--- src/verilog/dcache_pkg.sv ---
package dcache_pkg;

    localparam int ADDR_W     = 32;
    localparam int WORD_W     = 32;
    localparam int BYTE_W     = 8;
    localparam int LINE_BYTES = 16;
    localparam int LINE_W     = LINE_BYTES * BYTE_W;
    localparam int STRB_W     = WORD_W / BYTE_W;

    // byte offset in the line and the word index inside it
    localparam int OFFSET_W   = 4;
    localparam int WORD_LSB   = 2;
    localparam int WORD_OFF_W = OFFSET_W - WORD_LSB;

    // replacement uses a single lfsr bit, so this stays at two
    localparam int N_WAYS = 2;

    typedef logic [ADDR_W-1:0]     addr_t;
    typedef logic [WORD_W-1:0]     word_t;
    typedef logic [STRB_W-1:0]     strb_t;
    typedef logic [LINE_W-1:0]     line_t;
    typedef logic [LINE_BYTES-1:0] line_strb_t;

    typedef enum logic [2:0] {
        IDLE,
        LOOKUP,
        WB_REQ,
        WB_WAIT,
        FILL_REQ,
        FILL_WAIT,
        UC_REQ,
        UC_WAIT
    } ctrl_state_e;

endpackage

--- src/verilog/store_merge.sv ---
module store_merge
    import dcache_pkg::*;
(
    input  line_t                 base_line_i,
    input  logic [WORD_OFF_W-1:0] offset_i,
    input  strb_t                 wstrb_i,
    input  word_t                 wdata_i,
    output line_t                 merged_line_o
);

    word_t base_word;
    word_t merged_word;

    // pick out the addressed word of the line
    always_comb begin
        base_word = base_line_i[offset_i*WORD_W +: WORD_W];
    end

    // strobed bytes come from the store, the rest from the line
    always_comb begin
        merged_word = base_word;
        for (int b = 0; b < STRB_W; b++) begin
            if (wstrb_i[b]) begin
                merged_word[b*BYTE_W +: BYTE_W] = wdata_i[b*BYTE_W +: BYTE_W];
            end
        end
    end

    always_comb begin
        merged_line_o = base_line_i;
        merged_line_o[offset_i*WORD_W +: WORD_W] = merged_word;
    end

endmodule

--- config.mk ---
export PLATFORM = sky130hd
export DESIGN_NAME = store_merge
export DESIGN_NICKNAME = d
export VERILOG_FILES = /design/src/verilog/dcache_pkg.sv /design/src/verilog/store_merge.sv
export SDC_FILE = /design/constraint.sdc
export NUM_CORES = 1
export LEC_CHECK = 0
export BUFFER_PORTS_ARGS = -buffer_cell sky130_fd_sc_hd__buf_2
export CELL_PAD_IN_SITES_DETAIL_PLACEMENT = 0
export CELL_PAD_IN_SITES_GLOBAL_PLACEMENT = 1
export CORE_UTILIZATION = 22
export DETAILED_ROUTE_END_ITERATION = 10
export PLACE_DENSITY_LB_ADDON = 0.1
export SLEW_MARGIN = 20
export SYNTH_ARGS = -nofsm -noshare
export SYNTH_HDL_FRONTEND = slang
export SYNTH_SLANG_ARGS = --single-unit
--- constraint.sdc ---
create_clock -name vclk -period 1.5
set_input_delay 0.15 -clock vclk [all_inputs]
set_output_delay 0.15 -clock vclk [all_outputs]
set_load 0.03 [all_outputs]
==> After elaboration in Yosys (flattened, before gate mapping) <==
Cells that the tools add are included.
{ "op_classes": {"n_shift": 3, "n_addsub": 1, "muxes": 5} }
{ "op_table": {"columns": ["op", "n"], "rows": [
  ["$bwmux 128", 1],
  ["$shift 32x34->128 const A", 1],
  ["$shiftx 128x8->32", 1],
  ["$shiftx 32x34->128", 1],
  ["$neg 7->34", 1],
  ["$mux 8", 4]
]} }
{ "totals": {"out_inout_bits": 128, "register_bits": 0} }

==> Depth between registers and ports, before layout <==
{ "logic_depth": {"word_depth": 4, "mapped_depth": 8, "ltp_nobuf": 5} }

==> Worst setup path after synthesis <==
No wires, ideal clock.
{ "synth_path": {"path_kind": "input -> output", "startpoint": "input port offset_i[0]", "endpoint": "output port merged_line_o[107]", "slack_ns": -0.430, "n_path_buf": 3, "path_stages": 7, "required_ns": 1.350, "arrival_ns": 1.780, "path_cell_list": "buf_6 -> buf_6 -> inv_2 -> ha_1 -> nand3b_1 -> clkbuf_1 -> o22ai_1"} }
{ "synth_between": {"elab_chain_cells": 4, "word_cells_on_any_way": 9} }
{ "synth_lines": {"columns": ["element", "line", "text"], "rows": [
  ["start, declared", "store_merge.sv:5", "input logic [WORD_OFF_W-1:0] offset_i,"],
  ["$shiftx 128x8->32", "store_merge.sv:16", "base_word = base_line_i[offset_i*WORD_W +: WORD_W];"],
  ["$mux 8", "store_merge.sv:23", "if (wstrb_i[b]) begin"],
  ["$shiftx 32x34->128", "store_merge.sv:31", "merged_line_o[offset_i*WORD_W +: WORD_W] = merged_word;"],
  ["$bwmux 128 *", "store_merge.sv:31", null],
  ["end, declared", "store_merge.sv:8", "output line_t merged_line_o"]
]} }
Mark *: on every way between the ends. The rest lies on a longest branch, timed or not.

==> Worst setup path after layout <==
{ "layout_path": {"startpoint": "input port offset_i[0]", "endpoint": "output port merged_line_o[119]"} }
Same word-level chain as after synthesis.

==> results.tsv <==
stage	metric	value	unit
floorplan	initial_utilization	0.227	
finish	seq_area	0	um2
clock_network	cts_hold_buf	0	
timing	min_period	1.59	ns
synthesis	yosysWarnings	0	
place	place_inst	978	
global_route	grt_pass1_wl	27600	um
worst_setup_path	startpoint	offset_i[0]	
global_route	grt_max_degree	17	
timing	fin_ws	-0.0873	ns
drt	drc	0	
finish	design.seq.count	0	
place	hpwlAfterDp	14200	um
place	gp_congestion	0.798	
timing	worst_slew_pin_slew	0.373	ns
floorplan	die_area	14900	um2
timing	setup_tns	-3.79	ns
floorplan	rows	43	
timing	setup_viol	102	
timing	hold_viol_final	0	
finish	layout_common_cells	buf_2, buf_6, inv_1, o22ai_4, buf_4	
floorplan	core_region_area	13900	um2
flow_run	maxCapViolCount	0	
power	comb_power_share	1.000	
drt	wl	18900	um
power	switching_power	1.87	mW
worst_setup_path	worst-setup-path-type	in -> out	
synthesis	syn_area	3160	um2
global_route	antenna_found_initial	0	
drt	wl_per_cell	19.1	um
finish	areaGrowthSynthToFinish	181	%
worst_setup_path	required	1.35	ns
drt	vias	4926	
power	swShare	0.500	
power	clockPowerShare	0	
drt	drt_iter0_drc	123	
drt	drt_first_pass_iters	4	
worst_setup_path	cp.arrival	1.44	ns
floorplan	chipWidth	122	um
global_route	grt_overflow	0	
min_path	min_path_cells	4	
finish	final_common_cell	buf_2	
finish	clock_buffers	0	
run_status	violations	setup timing	
global_route	grt_pass1_vias	5244	
timing	fmax	630	MHz
power	p_per_area	422	nW/um2
place	port_buffers	294	
timing	maxSlewViolCount	0	
worst_setup_path	critPathLaunchType	input port	
min_path	hold_path_class	in -> out	
synthesis	synth_cell_type_count	20	
floorplan	io_pins	294	
timing	rsz0062_at_grt	true	
synthesis	yosysSeqAreaShare	0	
timing	period_share	1.06	
worst_setup_path	end_kind	output port	
worst_setup_path	critPathMaxFanout	7	
min_path	min_from	base_line_i[95]	
finish	layoutNonFillerInstCount	991	
drt	via_per_inst	4.97	
finish	drive_gt1_frac	0.785	
drt	antenna_left	0	
power	seq_power_share	0	
finish	antenna_cells	0	
place	post-place-ws	-0.291	ns
finish	utilization	0.637	
timing	slew-limit-headroom	0.751	
synthesis	syn-num-nets	620	
power	ir_worst_vdd	220	uV
floorplan	die_h	122	um
synthesis	syn_avg_cell_area	7.04	um2
power	internal-power	1.87	mW
global_route	grt_usage	0.237	
finish	final_net_count	984	
power	p_leak	4.10	nW
synthesis	postSynthCellCount	449	
run_status	outcome	finished with violations	
==> cell families after synthesis <==
family / synth area share
muxes: 0.256
and+or+nand+nor: 0.0918
adders and majority gates: 0.0198
buffers and inverters: 0.227
AOI/OAI and AO/OA: 0.405
==> synthesized netlist by cell type <==
library cell / instances / share of area
clkbuf_1: 23 / 0.027
ha_1: 5 / 0.020
mux2_4: 24 / 0.11
buf_4: 3 / 0.0071
buf_6: 5 / 0.018
nand3b_1: 1 / 0.0024
nand3_1: 2 / 0.0032
buf_2: 12 / 0.019
o221ai_2: 32 / 0.15
or2_1: 2 / 0.0040
nor2_1: 1 / 0.0012
inv_2: 1 / 0.0012
nand2b_1: 36 / 0.071
nand4_2: 1 / 0.0040
nor2b_1: 1 / 0.0020
inv_1: 130 / 0.15
mux2_1: 11 / 0.039
o22ai_1: 128 / 0.25
mux2_2: 29 / 0.10
or2_2: 2 / 0.0040
==> layer usage <==
layer  wire length (um)  part of all wire  track usage  vias to the layer above
li1                   -                 -            -                     2357
met1               7310              0.39        0.277                     2364
met2              10100              0.53        0.453                      188
met3               1230             0.065       0.0342                       17
met4                263             0.014       0.0394                        0
met5                  0                 0            0                        -
==> layout make-up <==
| cell class | instances | area, um2 |
|---|---|---|
| Multi-Input combinational cell | 275 | 4440 |
| Tap cell | 180 | 225 |
| Timing Repair Buffer | 405 | 3700 |
| Inverter | 131 | 502 |
| Fill cell | 1106 | 5060 |
==> worst max-delay path, stage by stage <==
cell and delay (ns):
buf_16 0.14, inv_8 0.07, ha_4 0.19, nand3b_1 0.19, buf_6 0.14, buf_6 0.13
buf_12 0.15, o22ai_4 0.11, buf_6 0.15
==> final timing paths <==
| check | end | slack [ns] |
|---|---|---|
| worst min-delay path | merged_line_o[95] | 0.67 |
| worst max-delay path | merged_line_o[119] | -0.09 |
==> metrics by stage <==
stage               instance area [um2]  power [mW]  hold slack (ns)
global placement                   7440        3.11            0.678
global route                       8870        3.93            0.686
detailed placement                 7440        3.14            0.686
finish                             8870        3.74            0.675
floorplan                          5020        2.12            0.478
CTS                                8520        3.61            0.683
==> what timing repair did <==
item | CTS | global route
setup endpoints to repair | 128 | 128
buffers inserted | 5 | 0
resized for setup | 275 | 61
gates cloned | 5 | 3
pin swaps | 12 | 6
==> power by group through the flow <==
stage	clock (mW)	sequential (mW)	combinational [mW]
floorplan	0	0	2.12
CTS	0	0	3.61
detailed placement	0	0	3.14
global placement	0	0	3.11
finish	0	0	3.74
global route	0	0	3.93
Note: power is estimated with default switching activity, not from simulation.
