==> config.mk <==
export PLATFORM = sky130hd
export DESIGN_NAME = dcache_ctrl
export DESIGN_NICKNAME = d
export VERILOG_FILES = /design/src/verilog/dcache_pkg.sv /design/src/verilog/dcache_ctrl.sv
export SDC_FILE = /design/constraint.sdc
export NUM_CORES = 1
export LEC_CHECK = 0
export ABC_AREA = 1
export BUFFER_PORTS_ARGS = -buffer_cell sky130_fd_sc_hd__buf_4
export CORE_AREA = 3 3 470 472
export CTS_BUF_LIST = sky130_fd_sc_hd__clkbuf_4 sky130_fd_sc_hd__clkbuf_8
export DETAILED_ROUTE_END_ITERATION = 7
export DIE_AREA = 0 0 473 475
export PLACE_DENSITY_LB_ADDON = 0.1
export REMOVE_ABC_BUFFERS = 1
export SLEW_MARGIN = 20
export SYNTH_ARGS = -nofsm -noshare
export SYNTH_HDL_FRONTEND = slang
export SYNTH_SLANG_ARGS = --single-unit
==> constraint.sdc <==
create_clock -name clk -period 6.6 [get_ports clk]
set_clock_uncertainty 0.1 [all_clocks]
set_input_delay 1.32 -clock clk [delete_from_list [all_inputs] [get_ports clk]]
set_output_delay 1.32 -clock clk [all_outputs]
set_load 0.02 [all_outputs]
==> src/verilog/dcache_pkg.sv <==
package dcache_pkg;

    localparam int ADDR_W     = 32;
    localparam int WORD_W     = 32;
    localparam int BYTE_W     = 8;
    localparam int LINE_BYTES = 16;
    localparam int LINE_W     = LINE_BYTES * BYTE_W;
    localparam int STRB_W     = WORD_W / BYTE_W;

    // byte offset in the line and the word index inside it
    localparam int OFFSET_W   = 4;
    localparam int WORD_LSB   = 2;
    localparam int WORD_OFF_W = OFFSET_W - WORD_LSB;

    // replacement uses a single lfsr bit, so this stays at two
    localparam int N_WAYS = 2;

    typedef logic [ADDR_W-1:0]     addr_t;
    typedef logic [WORD_W-1:0]     word_t;
    typedef logic [STRB_W-1:0]     strb_t;
    typedef logic [LINE_W-1:0]     line_t;
    typedef logic [LINE_BYTES-1:0] line_strb_t;

    typedef enum logic [2:0] {
        IDLE,
        LOOKUP,
        WB_REQ,
        WB_WAIT,
        FILL_REQ,
        FILL_WAIT,
        UC_REQ,
        UC_WAIT
    } ctrl_state_e;

endpackage

==> src/verilog/dcache_ctrl.sv <==
module dcache_ctrl
    import dcache_pkg::*;
#(
    parameter int N_SETS = 64,
    localparam int IDX_W = $clog2(N_SETS),
    localparam int TAG_W = ADDR_W - IDX_W - OFFSET_W
) (
    input  logic                  clk,
    input  logic                  rst,
    // core side
    input  logic                  req_i,
    input  addr_t                 addr_i,
    input  strb_t                 wstrb_i,
    input  word_t                 wdata_i,
    input  logic                  uncached_i,
    output logic                  ready_o,
    output logic                  data_ok_o,
    output word_t                 rdata_o,
    // memory side
    output logic                  mem_req_o,
    output logic                  mem_we_o,
    output logic                  mem_uncached_o,
    output addr_t                 mem_addr_o,
    output line_t                 mem_wdata_o,
    output line_strb_t            mem_wstrb_o,
    input  logic                  mem_ack_i,
    input  line_t                 mem_rdata_i,
    // way rams
    output logic                  rd_en_o,
    output logic [IDX_W-1:0]      rd_index_o,
    output logic [N_WAYS-1:0]     wr_en_o,
    output logic [IDX_W-1:0]      wr_index_o,
    output logic [TAG_W-1:0]      wr_tag_o,
    output logic                  wr_dirty_o,
    output line_strb_t            wr_byte_en_o,
    output line_t                 wr_line_o,
    input  logic                  way0_rd_valid_i,
    input  logic                  way0_rd_dirty_i,
    input  logic [TAG_W-1:0]      way0_rd_tag_i,
    input  line_t                 way0_rd_line_i,
    input  logic                  way1_rd_valid_i,
    input  logic                  way1_rd_dirty_i,
    input  logic [TAG_W-1:0]      way1_rd_tag_i,
    input  line_t                 way1_rd_line_i,
    // store merger
    output line_t                 merge_base_o,
    output logic [WORD_OFF_W-1:0] merge_offset_o,
    output strb_t                 merge_wstrb_o,
    output word_t                 merge_wdata_o,
    input  line_t                 merged_line_i
);

    localparam logic [15:0] LFSR_SEED = 16'hace1;

    ctrl_state_e state, next_state;

    addr_t req_addr_q;
    strb_t req_wstrb_q;
    word_t req_wdata_q;
    logic  req_uc_q;
    logic  victim_q;
    logic [15:0] lfsr_q;

    logic [TAG_W-1:0]      req_tag;
    logic [IDX_W-1:0]      req_idx;
    logic [WORD_OFF_W-1:0] req_word;
    logic                  is_store;
    logic [N_WAYS-1:0]     way_hit;
    line_t                 hit_line;
    logic                  miss_way;
    logic                  victim_dirty;
    logic [TAG_W-1:0]      victim_tag;
    line_t                 victim_line;
    line_strb_t            word_strb;

    assign req_tag  = req_addr_q[ADDR_W-1 -: TAG_W];
    assign req_idx  = req_addr_q[OFFSET_W +: IDX_W];
    assign req_word = req_addr_q[WORD_LSB +: WORD_OFF_W];
    assign is_store = |req_wstrb_q;

    assign way_hit[0] = way0_rd_valid_i && (way0_rd_tag_i == req_tag);
    assign way_hit[1] = way1_rd_valid_i && (way1_rd_tag_i == req_tag);
    assign hit_line   = way_hit[1] ? way1_rd_line_i : way0_rd_line_i;

    // victim way is the lfsr bit at the miss, registered for the later states
    assign miss_way     = lfsr_q[0];
    assign victim_dirty = miss_way ? (way1_rd_valid_i && way1_rd_dirty_i)
                                   : (way0_rd_valid_i && way0_rd_dirty_i);
    assign victim_tag   = victim_q ? way1_rd_tag_i : way0_rd_tag_i;
    assign victim_line  = victim_q ? way1_rd_line_i : way0_rd_line_i;

    assign word_strb = line_strb_t'(req_wstrb_q) << {req_word, 2'b00};

    assign merge_base_o   = (state == LOOKUP) ? hit_line : mem_rdata_i;
    assign merge_offset_o = req_word;
    assign merge_wstrb_o  = req_wstrb_q;
    assign merge_wdata_o  = req_wdata_q;

    assign ready_o    = (state == IDLE);
    assign rd_en_o    = (state == IDLE) && req_i && !uncached_i;
    assign rd_index_o = addr_i[OFFSET_W +: IDX_W];
    assign rdata_o    = (state == LOOKUP) ? hit_line[req_word*WORD_W +: WORD_W]
                                          : mem_rdata_i[req_word*WORD_W +: WORD_W];

    always_ff @(posedge clk) begin
        if (rst) begin
            state  <= IDLE;
            lfsr_q <= LFSR_SEED;
        end else begin
            state  <= next_state;
            lfsr_q <= {lfsr_q[14:0], lfsr_q[15] ^ lfsr_q[13] ^ lfsr_q[12] ^ lfsr_q[10]};
        end
    end

    always_ff @(posedge clk) begin
        if (state == IDLE && req_i) begin
            req_addr_q  <= addr_i;
            req_wstrb_q <= wstrb_i;
            req_wdata_q <= wdata_i;
            req_uc_q    <= uncached_i;
        end
        if (state == LOOKUP) begin
            victim_q <= miss_way;
        end
    end

    always_comb begin
        next_state     = state;
        data_ok_o      = 1'b0;
        mem_req_o      = 1'b0;
        mem_we_o       = 1'b0;
        mem_uncached_o = 1'b0;
        mem_addr_o     = {req_tag, req_idx, {OFFSET_W{1'b0}}};
        mem_wdata_o    = victim_line;
        mem_wstrb_o    = '1;
        wr_en_o        = '0;
        wr_index_o     = req_idx;
        wr_tag_o       = req_tag;
        wr_dirty_o     = 1'b1;
        wr_byte_en_o   = word_strb;
        wr_line_o      = merged_line_i;

        case (state)
            IDLE: begin
                if (req_i) begin
                    next_state = uncached_i ? UC_REQ : LOOKUP;
                end
            end
            LOOKUP: begin
                if (|way_hit) begin
                    data_ok_o  = 1'b1;
                    wr_en_o    = is_store ? way_hit : '0;
                    next_state = IDLE;
                end else if (victim_dirty) begin
                    next_state = WB_REQ;
                end else begin
                    next_state = FILL_REQ;
                end
            end
            WB_REQ: begin
                mem_req_o  = 1'b1;
                mem_we_o   = 1'b1;
                mem_addr_o = {victim_tag, req_idx, {OFFSET_W{1'b0}}};
                next_state = WB_WAIT;
            end
            WB_WAIT: begin
                if (mem_ack_i) begin
                    next_state = FILL_REQ;
                end
            end
            FILL_REQ: begin
                mem_req_o  = 1'b1;
                next_state = FILL_WAIT;
            end
            FILL_WAIT: begin
                // refill line with a missing store merged in
                wr_dirty_o   = is_store;
                wr_byte_en_o = '1;
                if (mem_ack_i) begin
                    wr_en_o[victim_q] = 1'b1;
                    data_ok_o         = 1'b1;
                    next_state        = IDLE;
                end
            end
            UC_REQ: begin
                mem_req_o      = 1'b1;
                mem_we_o       = is_store;
                mem_uncached_o = req_uc_q;
                mem_addr_o     = req_addr_q;
                mem_wdata_o    = {(LINE_W / WORD_W){req_wdata_q}};
                mem_wstrb_o    = word_strb;
                next_state     = UC_WAIT;
            end
            UC_WAIT: begin
                if (mem_ack_i) begin
                    data_ok_o  = 1'b1;
                    next_state = IDLE;
                end
            end
            default: begin
                next_state = IDLE;
            end
        endcase
    end

endmodule

# --- After elaboration in Yosys (flattened, before gate mapping) ---
# Cells that the tools add are included.
op_classes:
  n_bitwise: 3
  n_mux: 30
  n_shift: 3
  n_reduce_logical: 14
  n_lt_le_gt_ge: 2
  eq_ne: 12
op_table:
  columns: ["cell", "n"]
  rows:
  - ["two-way mux 128 bit", 4]
  - ["variable part select 128 x 8 -> 32 bit", 2]
  - ["case mux 32 bit (2 select lines)", 1]
  - ["== test 22 bit", 2]
  - ["two-way mux 16 bit", 2]
  - ["two-way mux 32 bit", 1]
  - ["two-way mux 22 bit", 1]
  - ["case mux 3 bit (7 select lines)", 1]
  - ["two-way mux 3 bit", 6]
  - ["left shift 4 x 4 -> 16 bit", 1]
  - ["== test 3 bit (second input constant)", 4]
  - ["logical AND 1 bit", 7]
  - ["two-way mux 1 bit", 7]
  - ["== test 3 x 2 -> 1 bit (second input constant)", 2]
  - ["two-way mux 2 bit", 3]
  - ["inequality test 2 bit (second input constant)", 2]
  - ["case mux 1 bit (2 select lines)", 2]
  - ["case mux 2 bit (2 select lines)", 1]
  - ["OR reduction 2 bit", 2]
  - ["OR reduction 4 bit", 1]
  - ["== test 3 x 1 -> 1 bit (second input constant)", 1]
  - ["zero test 3 bit", 1]
  - ["AND reduction 3 bit", 1]
  - ["OR reduction 3 bit", 1]
  - ["6 further kinds", 8]
word_totals:
  in_bits: 633
  out_inout_bits: 561
  word_cells: 71
  regBits: 89

# --- Depth between registers and ports, before layout ---
depth:
  depth_word: 6
  ltp_mapped: 14
  depth_no_buf: 12

# --- Worst setup path after synthesis ---
# Ideal clock, no wire load.
synth_path:
  kind: "input-to-reg"
  start: "in req_i"
  end: "reg req_wdata_q[0], in the netlist merge_wdata_o[0], enable pin"
  t_arrival_ns: 4.252
  n_path_buf: 0
  required_ns: 6.003
  path_stages: 2
  path_slack_ns: 1.752
  setup_time_ns: 0.497
  path_cell_list: "inv_1 nor2_1"
synth_between:
  elab_chain_cells: 1
synth_lines:
  columns: ["item", "line_no", "source"]
  rows:
  - ["start, declared", "dcache_ctrl.sv:11", "input logic req_i,"]
  - ["logical AND 1 bit", "dcache_ctrl.sv:116", "if (state == IDLE && req_i) begin"]
  - ["end signal, assigned", "dcache_ctrl.sv:119", "req_wdata_q <= wdata_i;"]
  - ["end, declared", "dcache_ctrl.sv:59", "word_t req_wdata_q;"]
# No other way between the ends.
# A chain may end at the register's enable or synchronous reset.

# --- Final worst setup path ---
layout_path:
  start: "in way1_rd_tag_i[0]"
  end: "out rdata_o[30]"
layout_between:
  elab_chain_cells: 5
layout_lines:
  columns: ["item", "line_no", "source"]
  rows:
  - ["start, declared", "dcache_ctrl.sv:43", "input logic [TAG_W-1:0] way1_rd_tag_i,"]
  - ["== test 22 bit", "dcache_ctrl.sv:82", "assign way_hit[1] = way1_rd_valid_i && (way1_rd_tag_i == req_tag);"]
  - ["logical AND 1 bit", "dcache_ctrl.sv:82", null]
  - ["two-way mux 128 bit", "dcache_ctrl.sv:83", "assign hit_line = way_hit[1] ? way1_rd_line_i : way0_rd_line_i;"]
  - ["variable part select 128 x 8 -> 32 bit", "dcache_ctrl.sv:102", "assign rdata_o = (state == LOOKUP) ? hit_line[req_word*WORD_W +: WORD_W]"]
  - ["two-way mux 32 bit", "dcache_ctrl.sv:102", null]
  - ["end, declared", "dcache_ctrl.sv:18", "output word_t rdata_o,"]
# No other way between the ends.

==> run metrics <==
Final Hold Vio Count=0; max frequency=between 150 and 200 MHz; met1 usage=roughly 17%; number of global-route vias before repair=19,800; Worst-Skew Late Latency=about 530 ps; Final WS setup=around 1100 ps; synthesis-stage register bit count=89; status=finished clean; H-tree Lvls=3; VDD IR max=between 0.15 and 0.2 mV; TritonCTS clock tree=yes; Critical Path AT=4110 ps; Slowest cell on crit path=buf_16; Critical Path Stages=15; CP Data Required Time=roughly 5200 ps; # rows=171; critical path class=input pin to output port; number of port buffers=937; vias post-DR=about 19,000; endpoints failing setup=0; post-CTS sizing=0; WP buf/inv=5; critical path startpoint category=input pin; sequential share of the synthesized area=18.7%; Post-Syn Area per Cell=about 5.6 sq um; clock transition at the registers of the reported paths=180 ps; hold buffer count at cts=0; Pwr Total=7350 uW; CTS Buf Count=9; global route hottest layer=met2; initial antenna violation count=35; Die W=473 microns; Final Cycle Share=a little over four fifths; largest buffer count on any clock path=2; gr usage total=approximately 15%; Reg-to-Reg Start=state[2]$_SDFFE_PP0P_; first-pass GRT wire length=~220 mm; critical-path cell list=buf_4 > inv_1 > nand2_1 > nand2_1 > nor2_1 > nand2_1 > nor2_4 > buf_12 > buf_16 > nand4_1 > nand3_1 > nand3_1 > nand3_1 > nand2_1 > buf_4; GR Layer Usage met3=8.71%; Overflow after GRT=0; max incr delay on CP=330 ps; met2 Use GR=23.3%; number of top-level pins=~1,200; Crit. Startpoint=way1_rd_tag_i[0]; Min-Delay Startpoint=lfsr_q[3]$_SDFF_PP0_; Worst-Margin Slew=1110 ps; nets=3,672; Worst R2R Setup Slack=3700 ps; HP Class=flip-flop to flip-flop; largest net degree at the start of global routing=129; antenna-violating nets left=0; max_cap viols=0; pre-CTS setup slack=between 1000 and 1500 ps; total core area=217,000 sq um; Worst path most repeated cell=nand2_1; maximum fanout along the worst path=92; minimum clock period=5530 ps; final-report max-slew violation count=0; DIE HEIGHT=475 microns; final WL=between 150 and 200 mm; drt wl/cell=29.4 microns; end of the critical path=rdata_o[30]; Starting Density=between 6 and 7%; area grow syn2layout=69.8%; Synth cell types=28; die area=225,000 sq um; pwr dens=between 300 and 400 nW/um^2; DP Wirelength=around 140 mm; Leakage=around 0.011 uW; layout cells sized above 1=around 34%; Max-slew headroom=26.3%; DRC=0; Sink Count=89; Worst Setup End Kind=output port; cell family contributing the most delay on the critical path=simple AND/OR/NAND/NOR gates; Ys Warns=0; Worst R2R End=merge_wdata_o[8]$_DFFE_PP_; clk root buf=clkbuf_8; Initial DRC Count=about 1,200; postcts setup bufs=0; Vias/cell=3.27; DR pass1 iterations=5; Mapped Area=approximately 13,000 sq um; R2R cell count=6; GPL Wtd Cong=0.788; Cells after Synth=around 2,400; RSZ-0062 raised after global routing=no
layer usage:
layer	wire length (microns)	up-vias
met2	76700	1021
li1	-	8887
met1	70700	9263
met5	1500	-
met4	1870	42
met3	23200	101
cell usage after synthesis:
library cell | instances | share of area (%)
a21oi_1 | 7 | 0.26
a31oi_1 | 2 | 0.094
buf_1 | 15 | 0.42
buf_2 | 59 | 2.2
buf_4 | 173 | 9.8
buf_6 | 11 | 0.93
clkbuf_1 | 80 | 2.3
dfxtp_1 | 19 | 2.9
edfxtp_1 | 70 | 16
inv_1 | 321 | 9.1
inv_2 | 17 | 0.48
nand2_1 | 738 | 21
nand3_1 | 342 | 13
nand3_2 | 1 | 0.075
nand3b_1 | 3 | 0.17
nand4_1 | 137 | 6.5
nor2_1 | 53 | 1.5
nor2_2 | 4 | 0.19
nor3_1 | 4 | 0.15
nor4_1 | 1 | 0.047
o211ai_1 | 22 | 1.2
o21ai_0 | 285 | 11
o21bai_1 | 1 | 0.057
o22ai_1 | 4 | 0.19
or2_1 | 1 | 0.047
or2_2 | 10 | 0.47
xnor2_1 | 5 | 0.33
xor2_1 | 4 | 0.26
cell families after synthesis:
kind of cell           count (synthesis)  synth area share [%]
AND/OR/NAND/NOR                     1294                  42.9
XOR/XNOR                               9                 0.594
flip-flops                            89                  18.7
AO/OA/AOI/OAI                        321                  12.6
buffers and inverters                676                  25.2
power breakdown:
part	switching (uW)	internal (uW)	total, uW
logic	4010	1870	5870
clock network	385	187	572
registers	135	764	899
total	4520	2820	7350
cell type report:
cell class | instances | area [sq um]
multi-input combinational | 1624 | 7490
sequential | 89 | 2480
antenna | 12 | 30.0
clock buffer | 9 | 124
tap | 2854 | 3570
inverter | 338 | 1280
fill | 25800 | 194000
timing repair buffer | 977 | 7460
clock inverter | 7 | 93.8
metrics by stage:
stage / util, % / instances / hold slack [ps] / cell area [sq um] / TNS, ps
final: 10.4 / 5910 / 294 / 22500 / 0
after global routing: 10.4 / 5903 / 325 / 22500 / 0
after CTS: 10.3 / 5896 / 277 / 22400 / 0
after detailed placement: 10.2 / 5880 / 297 / 22200 / 0
after global placement: 10.2 / 5880 / 294 / 22200 / 0
after floorplan: - / 2051 / 288 / 11200 / -435990
worst reg2reg max path, stage by stage (launching register included):
cell     delay [ps]
dfxtp_1         420
nor2_1          230
inv_1           120
nor2_1          280
inv_1           140
nor2_4          500
buf_4           660
state kept, by name (all words and copies together) (netlist names):
signal / flops
req_addr_q: 32
victim_q: 1
merge_wstrb_o: 4
merge_wdata_o: 32
state: 3
req_uc_q: 1
lfsr_q: 16
worst min-delay path by stage:
| stage | end | slack (ps) | cells after the start |
|---|---|---|---|
| after floorplan | lfsr_q[12]$_SDFF_PP0_ | 290 | 2 |
| after global placement | lfsr_q[7]$_SDFF_PP1_ | 290 | 1 |
| after detailed placement | lfsr_q[15]$_SDFF_PP1_ | 300 | 1 |
| after CTS | lfsr_q[4]$_SDFF_PP0_ | 280 | 2 |
| after global routing | lfsr_q[4]$_SDFF_PP0_ | 330 | 2 |
| final | lfsr_q[4]$_SDFF_PP0_ | 290 | 2 |
layout by cell type (no fill, tap or decap), types with 5 or more instances in the layout:
cell | synthesis | routed
inv_2 | 17 | 15
a21oi_1 | 7 | 7
nor2_4 | 0 | 6
diode_2 | 0 | 12
buf_12 | 0 | 7
inv_1 | 321 | 320
or2_2 | 10 | 10
nor2_1 | 53 | 50
nand2_1 | 738 | 738
edfxtp_1 | 70 | 70
o21ai_0 | 285 | 285
dfxtp_1 | 19 | 19
o211ai_1 | 22 | 22
xnor2_1 | 5 | 5
nand3_1 | 342 | 342
nand4_1 | 137 | 137
clkbuf_8 | 0 | 9
buf_4 | 173 | 968
Note: power is estimated with default switching activity, not from simulation.
